===== config.mk =====
export PLATFORM = sky130hd
export DESIGN_NAME = memStage
export DESIGN_NICKNAME = d
export VERILOG_FILES = /design/src/verilog/memStagePkg.sv /design/src/verilog/addrMapper.sv /design/src/verilog/cp0Regs.sv /design/src/verilog/exceptionUnit.sv /design/src/verilog/memAccessAlign.sv /design/src/verilog/memStage.sv /design/src/verilog/memStageReg.sv
export SDC_FILE = /design/constraint.sdc
export NUM_CORES = 1
export LEC_CHECK = 0
export BUFFER_PORTS_ARGS = -buffer_cell sky130_fd_sc_hd__buf_2
export CORE_UTILIZATION = 47
export CTS_CLUSTER_DIAMETER = 30
export DETAILED_ROUTE_END_ITERATION = 12
export PLACE_DENSITY = 0.77
export SKIP_LAST_GASP = 1
export SYNTH_ARGS = -nofsm -noshare
export SYNTH_HDL_FRONTEND = slang
export SYNTH_SLANG_ARGS = --single-unit

===== constraint.sdc =====
create_clock -name clk -period 3.85 [get_ports clk]
set_clock_uncertainty 0.2 [all_clocks]
set_input_delay 0.385 -clock clk [delete_from_list [all_inputs] [get_ports clk]]
set_output_delay 0.385 -clock clk [all_outputs]
set_load 0.03 [all_outputs]

===== src/verilog/memStagePkg.sv =====
`default_nettype none

package memStagePkg;

    typedef enum logic [2:0] {
        ldNone,
        ldByte,
        ldByteU,
        ldHalf,
        ldHalfU,
        ldWord
    } loadKind_t;

    typedef enum logic [1:0] {
        stNone,
        stByte,
        stHalf,
        stWord
    } storeKind_t;

    typedef struct packed {
        logic syscall;
        logic brk;
        logic reservedInstr;
        logic overflow;
        logic eret;
    } excFlags_t;

    // mfc0/mtc0 carry the cp0 register number in aluOut[4:0]
    // mtc0 write data travels in storeData
    typedef struct packed {
        logic [31:0] pc;
        logic [31:0] aluOut;
        logic [31:0] storeData;
        logic [4:0]  dst;
        loadKind_t   loadKind;
        storeKind_t  storeKind;
        logic        regWr;
        logic        cp0Wr;
        logic        cp0Rd;
        logic        isBranch;
        excFlags_t   excFlags;
    } exeMemBundle_t;

    typedef struct packed {
        logic        valid;
        logic        write;
        logic [31:0] physAddr;
        logic [3:0]  wstrb;
        logic [31:0] wdata;
        logic        cached;
    } dataReq_t;

    typedef struct packed {
        logic        taken;
        logic        isEret;
        logic [4:0]  code;
        logic [31:0] badAddr;
        logic        badVAddrWr;
    } excInfo_t;

    // Status layout with only BEV, IM, EXL and IE implemented
    typedef struct packed {
        logic [8:0] rsvdHi;
        logic       bev;
        logic [5:0] rsvdMid;
        logic [7:0] im;
        logic [5:0] rsvdLo;
        logic       exl;
        logic       ie;
    } status_t;

    localparam logic [4:0] CP0_BADVADDR = 5'd8;
    localparam logic [4:0] CP0_STATUS   = 5'd12;
    localparam logic [4:0] CP0_CAUSE    = 5'd13;
    localparam logic [4:0] CP0_EPC      = 5'd14;

    localparam logic [4:0] EXC_INT  = 5'd0;
    localparam logic [4:0] EXC_ADEL = 5'd4;
    localparam logic [4:0] EXC_ADES = 5'd5;
    localparam logic [4:0] EXC_SYS  = 5'd8;
    localparam logic [4:0] EXC_BP   = 5'd9;
    localparam logic [4:0] EXC_RI   = 5'd10;
    localparam logic [4:0] EXC_OV   = 5'd12;

    localparam logic [31:0] VEC_BOOT     = 32'hBFC0_0380;
    localparam logic [31:0] VEC_NORMAL   = 32'h8000_0180;
    localparam logic [31:0] STATUS_RESET = 32'h0040_0000;

    // top three address bits of the unmapped segments
    localparam logic [2:0] SEG_KSEG0 = 3'b100;
    localparam logic [2:0] SEG_KSEG1 = 3'b101;

endpackage

`default_nettype wire


===== src/verilog/addrMapper.sv =====
`timescale 1ns/1ps
`default_nettype none

module addrMapper import memStagePkg::*; (
    input  logic [31:0] virtAddr,
    output logic [31:0] physAddr,
    output logic        cached
);

    logic [2:0] seg;
    logic       unmapped;

    assign seg = virtAddr[31:29];

    // kseg0 and kseg1 both alias the low 512 MB
    assign unmapped = (seg == SEG_KSEG0) || (seg == SEG_KSEG1);

    // kuseg and kseg2/3 pass through as there is no TLB
    assign physAddr = unmapped ? {3'b000, virtAddr[28:0]} : virtAddr;

    // only kseg1 bypasses the cache
    assign cached = (seg != SEG_KSEG1);

endmodule

`default_nettype wire


===== src/verilog/cp0Regs.sv =====
`timescale 1ns/1ps
`default_nettype none

module cp0Regs import memStagePkg::*; (
    input  logic          clk,
    input  logic          rst,
    input  logic [5:0]    hwInt,
    input  logic          disWr,
    input  exeMemBundle_t memBundle,
    input  logic          inDelaySlot,
    input  excInfo_t      exc,
    output logic [31:0]   cp0RdData,
    output logic          statusBev,
    output logic          statusExl,
    output logic          intPending,
    output logic [31:0]   epc
);

    status_t     status;
    status_t     wrStatus;
    logic [7:0]  causeIp;
    logic        causeBd;
    logic [4:0]  causeExcCode;
    logic [31:0] badVAddr;
    logic [31:0] causeWord;
    logic [4:0]  regNum;
    logic        commitExc;
    logic        commitEret;
    logic        mtc0;

    assign regNum = memBundle.aluOut[4:0];
    assign wrStatus = status_t'(memBundle.storeData);

    // nothing architectural changes while the stage is held downstream
    assign commitExc = exc.taken && !disWr;
    assign commitEret = exc.isEret && !disWr;
    assign mtc0 = memBundle.cp0Wr && !exc.taken && !disWr;

    always_ff @(posedge clk) begin
        if (rst) begin
            status <= status_t'(STATUS_RESET);
            causeIp <= 8'h00;
            causeBd <= 1'b0;
            causeExcCode <= 5'd0;
        end else begin
            // hardware lines sampled every cycle
            causeIp[7:2] <= hwInt;
            if (commitExc) begin
                status.exl <= 1'b1;
                causeBd <= inDelaySlot;
                causeExcCode <= exc.code;
            end else if (commitEret) begin
                status.exl <= 1'b0;
            end else if (mtc0) begin
                if (regNum == CP0_STATUS) begin
                    status.bev <= wrStatus.bev;
                    status.im <= wrStatus.im;
                    status.exl <= wrStatus.exl;
                    status.ie <= wrStatus.ie;
                end
                // software interrupt bits only
                if (regNum == CP0_CAUSE) begin
                    causeIp[1:0] <= memBundle.storeData[9:8];
                end
            end
        end
    end

    always_ff @(posedge clk) begin
        if (commitExc) begin
            epc <= inDelaySlot ? memBundle.pc - 32'd4 : memBundle.pc;
            if (exc.badVAddrWr) begin
                badVAddr <= exc.badAddr;
            end
        end else if (mtc0) begin
            if (regNum == CP0_EPC) begin
                epc <= memBundle.storeData;
            end
        end
    end

    assign causeWord = {causeBd, 15'd0, causeIp, 1'b0, causeExcCode, 2'b00};

    always_comb begin
        case (regNum)
            CP0_BADVADDR: cp0RdData = badVAddr;
            CP0_STATUS:   cp0RdData = status;
            CP0_CAUSE:    cp0RdData = causeWord;
            CP0_EPC:      cp0RdData = epc;
            default:      cp0RdData = 32'd0;
        endcase
    end

    assign statusBev = status.bev;
    assign statusExl = status.exl;

    // bubbles (pc 0) and delay-slot instructions never take an interrupt
    assign intPending = ((causeIp & status.im) != 8'h00) && status.ie && !status.exl &&
                        !inDelaySlot && (memBundle.pc != 32'd0);

endmodule

`default_nettype wire


===== src/verilog/exceptionUnit.sv =====
`timescale 1ns/1ps
`default_nettype none

module exceptionUnit import memStagePkg::*; (
    input  excFlags_t   excFlags,
    input  logic        loadMisaligned,
    input  logic        storeMisaligned,
    input  logic        intPending,
    input  logic        statusBev,
    input  logic        statusExl,
    input  logic [31:0] aluOut,
    output excInfo_t    exc,
    output logic        flush,
    output logic [31:0] vector
);

    logic intTaken;

    // no nested interrupt while a handler is running
    assign intTaken = intPending && !statusExl;

    always_comb begin
        exc = '0;
        exc.badAddr = aluOut;
        if (intTaken) begin
            exc.taken = 1'b1;
            exc.code = EXC_INT;
        end else if (loadMisaligned) begin
            exc.taken = 1'b1;
            exc.code = EXC_ADEL;
            exc.badVAddrWr = 1'b1;
        end else if (storeMisaligned) begin
            exc.taken = 1'b1;
            exc.code = EXC_ADES;
            exc.badVAddrWr = 1'b1;
        end else if (excFlags.reservedInstr) begin
            exc.taken = 1'b1;
            exc.code = EXC_RI;
        end else if (excFlags.syscall) begin
            exc.taken = 1'b1;
            exc.code = EXC_SYS;
        end else if (excFlags.brk) begin
            exc.taken = 1'b1;
            exc.code = EXC_BP;
        end else if (excFlags.overflow) begin
            exc.taken = 1'b1;
            exc.code = EXC_OV;
        end else if (excFlags.eret) begin
            exc.isEret = 1'b1;
        end
    end

    assign flush = exc.taken || exc.isEret;

    // boot vector until software clears BEV
    assign vector = statusBev ? VEC_BOOT : VEC_NORMAL;

endmodule

`default_nettype wire


===== src/verilog/memAccessAlign.sv =====
`timescale 1ns/1ps
`default_nettype none

module memAccessAlign import memStagePkg::*; (
    input  logic [1:0]  addrLow,
    input  loadKind_t   loadKind,
    input  storeKind_t  storeKind,
    input  logic [31:0] storeData,
    output logic [3:0]  wstrb,
    output logic [31:0] wdata,
    output logic        loadMisaligned,
    output logic        storeMisaligned
);

    logic halfLoad;

    assign halfLoad = (loadKind == ldHalf) || (loadKind == ldHalfU);

    // store data is replicated so the cache can pick any lane
    always_comb begin
        wstrb = 4'b0000;
        wdata = storeData;
        case (storeKind)
            stByte: begin
                wstrb = 4'b0001 << addrLow;
                wdata = {4{storeData[7:0]}};
            end
            stHalf: begin
                wstrb = addrLow[1] ? 4'b1100 : 4'b0011;
                wdata = {2{storeData[15:0]}};
            end
            stWord: begin
                wstrb = 4'b1111;
            end
            default: begin
                wstrb = 4'b0000;
            end
        endcase
    end

    assign loadMisaligned = (halfLoad && addrLow[0]) ||
                            ((loadKind == ldWord) && (addrLow != 2'b00));
    assign storeMisaligned = ((storeKind == stHalf) && addrLow[0]) ||
                             ((storeKind == stWord) && (addrLow != 2'b00));

endmodule

`default_nettype wire


===== src/verilog/memStage.sv =====
`timescale 1ns/1ps
`default_nettype none

module memStage import memStagePkg::*; (
    input  logic          clk,
    input  logic          rst,
    input  logic          memWr,
    input  logic          memFlush,
    input  logic          disWr,
    input  logic [5:0]    hwInt,
    input  exeMemBundle_t exeIn,
    output dataReq_t      dataReq,
    output logic          flush,
    output logic [31:0]   vector,
    output logic [31:0]   epc,
    output logic [31:0]   memPc,
    output logic [4:0]    fwdDst,
    output logic [31:0]   fwdResult,
    output logic          fwdRegWr
);

    exeMemBundle_t memBundle;
    logic          inDelaySlot;
    logic [3:0]    wstrb;
    logic [31:0]   wdata;
    logic          loadMisaligned;
    logic          storeMisaligned;
    logic [31:0]   physAddr;
    logic          cached;
    excInfo_t      exc;
    logic [31:0]   excVector;
    logic [31:0]   cp0RdData;
    logic          statusBev;
    logic          statusExl;
    logic          intPending;
    logic          isLoad;
    logic          isStore;

    memStageReg uMemStageReg (
        .clk         (clk),
        .rst         (rst),
        .memWr       (memWr),
        .memFlush    (memFlush),
        .exeIn       (exeIn),
        .memBundle   (memBundle),
        .inDelaySlot (inDelaySlot)
    );

    memAccessAlign uMemAccessAlign (
        .addrLow         (memBundle.aluOut[1:0]),
        .loadKind        (memBundle.loadKind),
        .storeKind       (memBundle.storeKind),
        .storeData       (memBundle.storeData),
        .wstrb           (wstrb),
        .wdata           (wdata),
        .loadMisaligned  (loadMisaligned),
        .storeMisaligned (storeMisaligned)
    );

    addrMapper uAddrMapper (
        .virtAddr (memBundle.aluOut),
        .physAddr (physAddr),
        .cached   (cached)
    );

    exceptionUnit uExceptionUnit (
        .excFlags        (memBundle.excFlags),
        .loadMisaligned  (loadMisaligned),
        .storeMisaligned (storeMisaligned),
        .intPending      (intPending),
        .statusBev       (statusBev),
        .statusExl       (statusExl),
        .aluOut          (memBundle.aluOut),
        .exc             (exc),
        .flush           (flush),
        .vector          (excVector)
    );

    cp0Regs uCp0Regs (
        .clk         (clk),
        .rst         (rst),
        .hwInt       (hwInt),
        .disWr       (disWr),
        .memBundle   (memBundle),
        .inDelaySlot (inDelaySlot),
        .exc         (exc),
        .cp0RdData   (cp0RdData),
        .statusBev   (statusBev),
        .statusExl   (statusExl),
        .intPending  (intPending),
        .epc         (epc)
    );

    assign isLoad = (memBundle.loadKind != ldNone);
    assign isStore = (memBundle.storeKind != stNone);

    // request repeats every cycle the access sits in MEM
    always_comb begin
        dataReq.valid = (isLoad || isStore) && !exc.taken && !disWr;
        dataReq.write = isStore;
        dataReq.physAddr = physAddr;
        dataReq.wstrb = wstrb;
        dataReq.wdata = wdata;
        dataReq.cached = cached;
    end

    // eret returns to the saved pc
    assign vector = exc.isEret ? epc : excVector;

    assign memPc = memBundle.pc;
    assign fwdDst = memBundle.dst;
    assign fwdResult = memBundle.cp0Rd ? cp0RdData : memBundle.aluOut;
    assign fwdRegWr = memBundle.regWr && !disWr && !exc.taken;

endmodule

`default_nettype wire


===== src/verilog/memStageReg.sv =====
`timescale 1ns/1ps
`default_nettype none

module memStageReg import memStagePkg::*; (
    input  logic          clk,
    input  logic          rst,
    input  logic          memWr,
    input  logic          memFlush,
    input  exeMemBundle_t exeIn,
    output exeMemBundle_t memBundle,
    output logic          inDelaySlot
);

    // a flush loads a bubble and overrides a stall
    always_ff @(posedge clk) begin
        if (rst || memFlush) begin
            memBundle <= '0;
        end else if (memWr) begin
            memBundle <= exeIn;
        end
    end

    // delay slot = the instruction that was in MEM before this one branched
    always_ff @(posedge clk) begin
        if (rst || memFlush) begin
            inDelaySlot <= 1'b0;
        end else if (memWr) begin
            inDelaySlot <= memBundle.isBranch;
        end
    end

endmodule

`default_nettype wire

==> results.yml, run 1 <==
status:
  outcome: "finished, final reports clean"
cells_and_area:
  area_growth_pct: 41.9
  drive_gt1_share_pct: 33.2
  fin_nets: 1557
  fillers: 1594
  postLayoutCellArea_mm2: 0.0148
power:
  combinationalPowerShare_pct: 10.4
  clockPowerShare_pct: 57.5
  powerDensity_mw_per_mm2: 501
  leakage_nw: 6.61
  netSwitchingPower_mw: 1.81
  max-vdd-ir-drop_v: 0.000331
  power.internal_mw: 5.60
  swShare_pct: 24.4
  seqPwrFrac_pct: 32.1
timing:
  hold_viol: 0
  fin_crit_sh_pct: 97.3
  relSlewSlack_pct: 28.7
  fin_tns_setup_ns: 0
  max_freq_mhz: 267
  setup_viol: 0
  period_needed_ns: 3.75
  holdWs_ns: 0.182
  worst_pin_slew_ns: 1.07
  rsz0062_at_grt: "false"
  slew_viol_final: 0
die:
  design.core.area_mm2: 0.0218
  dieWidth_um: 151
  row_count: 54
  initial_core_util_pct: 47.9
  fp.dieArea_mm2: 0.0228
  ios: 332
  die_y_um: 151
placed_design:
  post-dp-hpwl_mm: 23.4
  dpl-instance-area_mm2: 0.0118
  globalplace.congestion: 0.915
  port_buffers: 331
global_routing:
  antenna_found_initial: 2
  grt_start_max_net_pins: 61
  grt_pass1_vias: 9289
  track_usage_pct: 30.6
  grt_overflow_total: 0
  grt_pass1_wl_mm: 52.5
routing:
  ant_nets: 0
  m1WireLength_mm: 14.7
  wl_met3_mm: 2.78
  vias: 9489
  wirelength_mm: 36.1
  routed.top_layer: "met4"
  drtIter0Drc: 579
  post-route-drc-count: 0
  routedWlPerCell_um: 20.7
  wl_met2_mm: 17.4
  drtPass1Iterations: 5
  viasPerCell: 5.44
yosys:
  synth_fp_nets: 1174
  yosysSeqAreaShare_pct: 45.3
  synth_edf_count: 64
  ys_dominant_reg_cell: "dfxtp_1"
  ys_types: 60
  synth.avg_cell_area_um2: 10.0
  syn_inst: 1042
  async_reset_ff_share_pct: 0
  yosys_warnings: 0
  syn_area_mm2: 0.0104
  ys_ff_latch: 204
critical_path:
  required_ns: 3.26
  cpPeakStageDelay_ns: 0.58
  cpMaxStageDelayCell: "or4_4"
  crit_type: "flop to output port"
  cp_data_arrival_time_ns: 3.16
  crit_path_cell_trace: "or4_4 > nor4_2 > nand4_2 > a21oi_2 > buf_4 > mux2_2 > buf_2"
  start_kind: "flop"
  crit_path_end_kind: "output port"
  worstPathMaxFanout: 15
clock_tree:
  clk_latency_ns: 0.53
  clk_path_buf_depth: 3
  cts.root.buffer_cell: "clkbuf_16"
  cts_tree: "built"
  h-tree-depth: 2
  numCtsBuffers: 46
  cts.sinks: 204
  clkTransAtPathRegs_ns: 0.05
flow_run:
  maxCapViolCount: 0
worst_hold_path:
  hold_class: "primary input to flop"
power by group through the flow:
stage / Sequential [mW] / Combinational [mW] / Clock [mW]
2_1_floorplan: 2.40 / 0.457 / 0
3_3_place_gp: 2.41 / 0.647 / 0
3_5_place_dp: 2.41 / 0.656 / 0
4_1_cts: 2.37 / 0.757 / 4.29
5_1_grt: 2.38 / 0.822 / 4.41
6_report: 2.38 / 0.774 / 4.26
critical path, delay by kind of cell (launching register included):
family	cells	cell delay, ns
AOI/OAI and AO/OA	1	0.25
DFF	1	0.36
buffers and inverters	2	0.42
and+or+nand+nor	3	1.25
muxes	1	0.35
path summary, 6_finish.rpt:
path	cells after the start	slack, ns	endpoint	start
setup / recovery	7	0.10	vector[24]	uMemStageReg.memBundle[88]
hold / removal	2	0.18	uCp0Regs.causeIp[6]	rst
setup reg to reg	6	0.65	uCp0Regs.epc[19]	uMemStageReg.memBundle[88]
hold reg to reg	2	0.27	uCp0Regs.causeBd	uCp0Regs.causeBd
layout make-up:
class                           instances  area [µm²]  share of cell area, %
Timing Repair Buffer                  476        3080                   20.8
Inverter                               49         184                   1.24
Clock inverter                         29         425                   2.88
Multi-Input combinational cell        648        4730                   32.0
Clock buffer                           57        1290                   8.70
Tap cell                              280         350                   2.37
Antenna cell                            2        5.00                 0.0338
Sequential cell                       204        4720                   31.9
metrics by stage:
step	cells	utilization (%)	power [mW]	worst slack (ns)
finish	1745	68.0	7.41	0.104
global route	1744	68.0	7.62	0.0118
CTS	1742	67.9	7.42	0.0342
detailed placement	1534	54.4	3.07	0.396
global placement	1534	54.4	3.06	0.470
floorplan	1042	-	2.85	0.239
Yosys cell counts, types with 5 or more instances:
| master | count | area, µm² |
|---|---|---|
| nor2_1 | 152 | 571 |
| dfxtp_1 | 140 | 2800 |
| mux2i_1 | 139 | 1390 |
| buf_4 | 77 | 578 |
| edfxtp_1 | 64 | 1920 |
| clkbuf_1 | 49 | 184 |
| inv_1 | 49 | 184 |
| a22oi_1 | 45 | 338 |
| nand2b_1 | 30 | 188 |
| o22ai_1 | 30 | 188 |
| and2_1 | 24 | 150 |
| a21oi_1 | 20 | 100 |
| nand2_1 | 20 | 75.1 |
| mux2_4 | 18 | 270 |
| mux2_2 | 15 | 169 |
| xor2_1 | 15 | 131 |
| xnor2_1 | 14 | 123 |
| buf_1 | 10 | 37.5 |
| nor3_1 | 10 | 50.1 |
| nor4_1 | 10 | 62.6 |
| o21ai_0 | 10 | 50.1 |
| a21o_1 | 9 | 67.6 |
| a22o_1 | 9 | 78.8 |
| nand4_1 | 7 | 43.8 |
| ha_1 | 6 | 75.1 |
| nand3_1 | 6 | 30.0 |
| nor2b_1 | 6 | 37.5 |
| a222oi_1 | 5 | 50.1 |
| nand3b_1 | 5 | 37.5 |
flip-flops by register name, indices dropped and copies added, names as in the netlist:
| signal | flops |
|---|---|
| uCp0Regs.statusExl | 1 |
| uCp0Regs.status | 9 |
| uCp0Regs.epc | 32 |
| uMemStageReg.memBundle | 115 |
| uCp0Regs.badVAddr | 32 |
| uMemStageReg.inDelaySlot | 1 |
| uCp0Regs.causeExcCode | 4 |
| uCp0Regs.causeBd | 1 |
| uCp0Regs.statusBev | 1 |
| uCp0Regs.causeIp | 8 |
layer usage:
metal | vias to the layer above | global-route usage (%)
li1 | 4387 | -
met1 | 4522 | 37.1
met2 | 486 | 51.9
met3 | 94 | 7.05
met4 | 0 | 12.7
met5 | - | 0
cells in the final DEF, fill, tap and decap left out, types with 19 or more instances in the layout:
| cell | count |
|---|---|
| buf_2 | 330 |
| nor2_1 | 151 |
| dfxtp_1 | 140 |
| mux2i_1 | 139 |
| dlygate4sd3_1 | 122 |
| edfxtp_1 | 64 |
| clkbuf_16 | 50 |
| inv_1 | 49 |
| a22oi_1 | 45 |
| o22ai_1 | 30 |
| nand2b_1 | 30 |
| and2_1 | 24 |
| buf_4 | 21 |
| nand2_1 | 20 |
| a21oi_1 | 19 |
logic make-up after synthesis:
kind of cell,share of synthesized area (%)
and+or+nand+nor,14.3
xor gates and xnor gates,2.44
muxes,17.8
adders and majority gates,0.720
DFF,45.3
buffers and inverters,9.86
AOI/OAI and AO/OA,9.60
repair_timing:
| action | 4_1_cts | 5_1_grt |
|---|---|---|
| resized for setup | 1 | 1 |
| hold buffers | 122 | 0 |
| endpoints found under the hold margin | 122 | 0 |
| setup endpoints to repair | 26 | 11 |
| buffers inserted | 0 | 1 |
| pin swaps | 0 | 1 |
(Power assumes the default switching activity.)
==> run 2: changes to the inputs <==
- RECOVER_POWER: default -> 50
==> results.yml, run 2 (same netlist as run 1, synthesis figures left out) <==
cells_and_area:
  instances_no_fill: 1745
  finish.utilization_pct: 67.3
  top_regs: "uMemStageReg.memBundle: 115 flops, uCp0Regs.badVAddr: 32 flops, uCp0Regs.epc: 32 flops"
  drive_gt1_share_pct: 25.6
  regMostFlops: "uMemStageReg.memBundle"
  largest_reg_flops: 115
  layout_common_cells: "223 x buf_2, 151 x nor2_1, 140 x dfxtp_1"
  area_growth_pct: 40.5
  fin_nets: 1557
  postLayoutCellArea_mm2: 0.0146
  final_common_cell: "buf_2"
flow_run:
  maxCapViolCount: 1
global_routing:
  grt_overflow_total: 0
  grt_pass1_wl_mm: 52.5
  top_usage_layer: "met2"
  grt_pass1_vias: 9289
  antenna_found_initial: 2
  track_usage_pct: 30.6
  grtUsageMet3_pct: 7.05
  grtUsageMet2_pct: 51.9
  use_met1_pct: 37.1
  grt_start_max_net_pins: 61
die:
  dieWidth_um: 151
  row_count: 54
  initial_core_util_pct: 47.9
  design.core.area_mm2: 0.0218
  die_y_um: 151
  fp.dieArea_mm2: 0.0228
  ios: 332
critical_path:
  worstPathMaxFanout: 15
  critPathTopFamily: "simple AND/OR/NAND/NOR gates"
  crit_type: "flop to output port"
  required_ns: 3.26
  cpMaxStageDelayCell: "or4_4"
  cpPeakStageDelay_ns: 0.58
  crit_path_cell_trace: "or4_4 > nor4_2 > nand4_2 > a21oi_2 > buf_4 > mux2_2 > buf_2"
  crit_buf_inv: 2
  cp_data_arrival_time_ns: 3.17
  crit_path_end_kind: "output port"
  start_kind: "flop"
placed_design:
  numPlacedInstances: 1534
  globalplace.congestion: 0.915
  port_buffers: 331
  post-dp-hpwl_mm: 23.4
  pre_cts_ws_ns: 0.396
  dpl-instance-area_mm2: 0.0118
routing:
  drtPass1Iterations: 7
  post-route-drc-count: 0
  viasPerCell: 5.40
  drtIter0Drc: 594
  vias: 9429
  wirelength_mm: 36.2
  routedWlPerCell_um: 20.8
  ant_nets: 0
timing:
  fin_tns_setup_ns: 0
  worst_pin_slew_ns: 2.29
  setup_viol: 0
  slew_viol_final: 60
  holdWs_ns: 0.225
  relSlewSlack_pct: -52.7
  setup_slack_ns: 0.0909
  hold_viol: 0
  max_freq_mhz: 266
  fin_crit_sh_pct: 97.6
  period_needed_ns: 3.76
  rsz0062_at_grt: "false"
clock_tree:
  clkTransAtPathRegs_ns: 0.05
  cts.root.buffer_cell: "clkbuf_16"
  cts_tree: "built"
  cts.sinks: 204
  numCtsBuffers: 46
  clk_latency_ns: 0.53
  h-tree-depth: 2
  clk_path_buf_depth: 3
power:
  max-vdd-ir-drop_v: 0.000328
  leakage_nw: 6.20
  powerDensity_mw_per_mm2: 505
  power.total_mw: 7.40
worst_hold_path:
  hold_class: "primary input to flop"
status:
  outcome: "complete, but fails checks"
  violations: "capacitance limit, slew limit"
## run 2: cell types whose count changed in the layout (fill, tap and decap cells not counted)
cell / before / now
or2_4: 1 / 0
clkbuf_1: 6 / 115
or2_1: 0 / 1
buf_2: 330 / 223
buf_4: 21 / 19
## run 2: path summary, 6_finish.rpt
check / startpoint / endpoint / slack, ns / cells after the start
worst max-delay path: uMemStageReg.memBundle[88] / vector[24] / 0.09 / 7
worst min-delay path: memWr / uMemStageReg.memBundle[72] / 0.23 / 3
worst max register to register: uMemStageReg.memBundle[88] / uCp0Regs.epc[19] / 0.64 / 6
worst min register to register: uCp0Regs.causeBd / uCp0Regs.causeBd / 0.28 / 2
## run 2: where the power goes
part,total [mW],switching [mW],leakage (nW),internal (mW)
Combinational,0.764,0.442,3.59,0.322
Sequential,2.38,0.0925,1.79,2.29
Clock,4.26,1.28,0.817,2.98
## run 2: area by class of cell
class	count	area, µm²
Sequential cell	204	4720
Fill cell	1681	7110
Clock inverter	29	425
Tap cell	280	350
Clock buffer	57	1290
Timing Repair Buffer	476	2940
Multi-Input combinational cell	648	4730
Antenna cell	2	5.00
Inverter	49	184
## run 2: timing repair
action / in CTS / in global routing
endpoints found under the hold margin: 122 / 0
hold buffers: 122 / 0
gates resized for setup: 1 / 1
pin swaps: 0 / 1
endpoints found under the setup margin: 26 / 11
buffers inserted: 0 / 1
## run 2: worst register-to-register path: cells and delay by family, from the launching register on
| kind | cells | cell delay (ns) |
|---|---|---|
| AOI/OAI and AO/OA | 1 | 0.63 |
| buffers and inverters | 1 | 0.35 |
| DFF | 1 | 0.36 |
| muxes | 1 | 0.14 |
| and+or+nand+nor | 3 | 1.26 |
## run 2: layer usage
layer  share of wire (%)  wire, µm
met2                  48     17600
met4                 3.0      1090
met5                   0         0
met1                  41     14800
met3                 7.7      2800
==> run 3: changes to the inputs <==
- CTS_BUF_LIST: default -> sky130_fd_sc_hd__clkbuf_16
==> results.yml, run 3 (same netlist as run 1, synthesis figures left out) <==
die:
  dieWidth_um: 151
  initial_core_util_pct: 47.9
  die_y_um: 151
  design.core.area_mm2: 0.0218
  fp.dieArea_mm2: 0.0228
  ios: 332
  row_count: 54
worst_hold_path:
  worstHoldStart: "memWr"
  hold_end: "uMemStageReg.memBundle[44]"
  whs_path_depth: 3
  hold_class: "primary input to flop"
timing:
  fin_tns_setup_ns: 0
  slew_viol_final: 99
  period_needed_ns: 3.74
  relSlewSlack_pct: -55.7
  worst_pin_slew_ns: 2.33
  max_freq_mhz: 267
  rsz0062_at_grt: "false"
  setup_viol: 0
  fin_crit_sh_pct: 97.2
  hold_viol: 0
cells_and_area:
  top_regs: "uMemStageReg.memBundle: 115 flops, uCp0Regs.badVAddr: 32 flops, uCp0Regs.epc: 32 flops"
  drive_gt1_share_pct: 25.6
  postLayoutCellArea_mm2: 0.0146
  fin_nets: 1557
  regMostFlops: "uMemStageReg.memBundle"
  layout_common_cells: "223 x buf_2, 151 x nor2_1, 140 x dfxtp_1"
  final_common_cell: "buf_2"
  fillers: 1683
  largest_reg_flops: 115
  area_growth_pct: 40.5
critical_path:
  worstPathMaxFanout: 15
  crit_type: "flop to output port"
  critPathTopFamily: "simple AND/OR/NAND/NOR gates"
  crit_path_cell_trace: "or4_4 > nor4_2 > nand4_2 > a21oi_2 > buf_4 > mux2_2 > buf_2"
  required_ns: 3.26
  cp_data_arrival_time_ns: 3.16
  cpMaxStageDelayCell: "or4_4"
  worstReg2RegStart: "uMemStageReg.memBundle[88]"
  start_kind: "flop"
  crit_path_end_kind: "output port"
  regToRegSetupSlack_ns: 0.66
  cpPeakStageDelay_ns: 0.58
  rr_worst_depth: 6
  crit_buf_inv: 2
  r2r_end: "uCp0Regs.epc[19]"
global_routing:
  grt_pass1_wl_mm: 52.1
  grt_pass1_vias: 9300
  track_usage_pct: 30.4
  grt_overflow_total: 0
  grt_start_max_net_pins: 61
  antenna_found_initial: 2
placed_design:
  port_buffers: 331
  post-dp-hpwl_mm: 23.4
  globalplace.congestion: 0.915
  dpl-instance-area_mm2: 0.0118
clock_tree:
  cts_tree: "built"
  cts.sinks: 204
  clk_latency_ns: 0.53
  numCtsBuffers: 46
  h-tree-depth: 2
  clkTransAtPathRegs_ns: 0.05
  clk_path_buf_depth: 3
  cts.root.buffer_cell: "clkbuf_16"
routing:
  wirelength_mm: 36.0
  ant_nets: 0
  drtIter0Drc: 606
  post-route-drc-count: 0
  viasPerCell: 5.43
  routedWlPerCell_um: 20.6
  vias: 9482
  drtPass1Iterations: 6
flow_run:
  maxCapViolCount: 2
status:
  outcome: "complete, but fails checks"
  violations: "capacitance limit, slew limit"
power:
  leakage_nw: 6.22
  max-vdd-ir-drop_v: 0.000330
  powerDensity_mw_per_mm2: 503
==> run 3: cell type report <==
class	count	area (µm²)	share of cell area, %
tap	280	350	2.39
antenna	3	7.51	0.0513
timing repair buffer	476	2940	20.1
sequential	204	4720	32.3
multi-input combinational	648	4740	32.3
inverter	49	184	1.26
clock buffer	50	1250	8.54
clock inverter	36	452	3.08
==> run 3: per-stage QoR <==
stage          power [mW]  utilization [%]  setup slack (ns)  std cells  hold slack [ns]
6_report             7.37             67.3             0.107       1746            0.217
3_3_place_gp         3.06             54.4             0.470       1534            0.265
4_1_cts              7.38             67.9            0.0342       1742            0.175
5_1_grt              7.57             67.3            0.0108       1744            0.245
2_1_floorplan        2.85                -             0.239       1042            0.248
3_5_place_dp         3.07             54.4             0.396       1534            0.261
==> run 3: how the worst max path moves through the flow <==
| stage | slack [ns] | to | cells past startpoint | from |
|---|---|---|---|---|
| floorplan | 0.24 | uCp0Regs.badVAddr[0] | 5 | uMemStageReg.memBundle[97] |
| global placement | 0.47 | vector[27] | 7 | uMemStageReg.memBundle[88] |
| detailed placement | 0.40 | vector[24] | 7 | uMemStageReg.memBundle[88] |
| CTS | 0.03 | vector[24] | 7 | uMemStageReg.memBundle[88] |
| global route | 0.01 | vector[28] | 7 | uMemStageReg.memBundle[88] |
| finish | 0.11 | vector[24] | 7 | uMemStageReg.memBundle[88] |
==> run 3: repair_timing <==
item,CTS,global route
setup buffers,0,1
pin swaps,0,1
resized for setup,1,2
hold endpoints to repair,122,0
hold buffers,122,0
endpoints found under the setup margin,26,27
==> run 3: metal layers <==
metal / vias up / GRT usage (%) / share of wire (%)
met4: 0 / 13.2 / 3.4
met1: 4487 / 36.8 / 41
met2: 504 / 51.4 / 48
met3: 89 / 6.96 / 7.9
met5: - / 0 / 0
li1: 4402 / - / -
==> run 3: worst reg2reg max path, stage by stage (launching register included) <==
cell     delay, ns
dfxtp_1       0.37
or4_4         0.58
nor4_2        0.40
nand4_2       0.27
a31o_2        0.62
buf_4         0.34
mux2i_1       0.14
==> run 3: power by group <==
part	leakage, nW	internal, mW	switching [mW]
Clock	0.836	2.95	1.28
Sequential	1.79	2.29	0.0926
Combinational	3.59	0.322	0.441
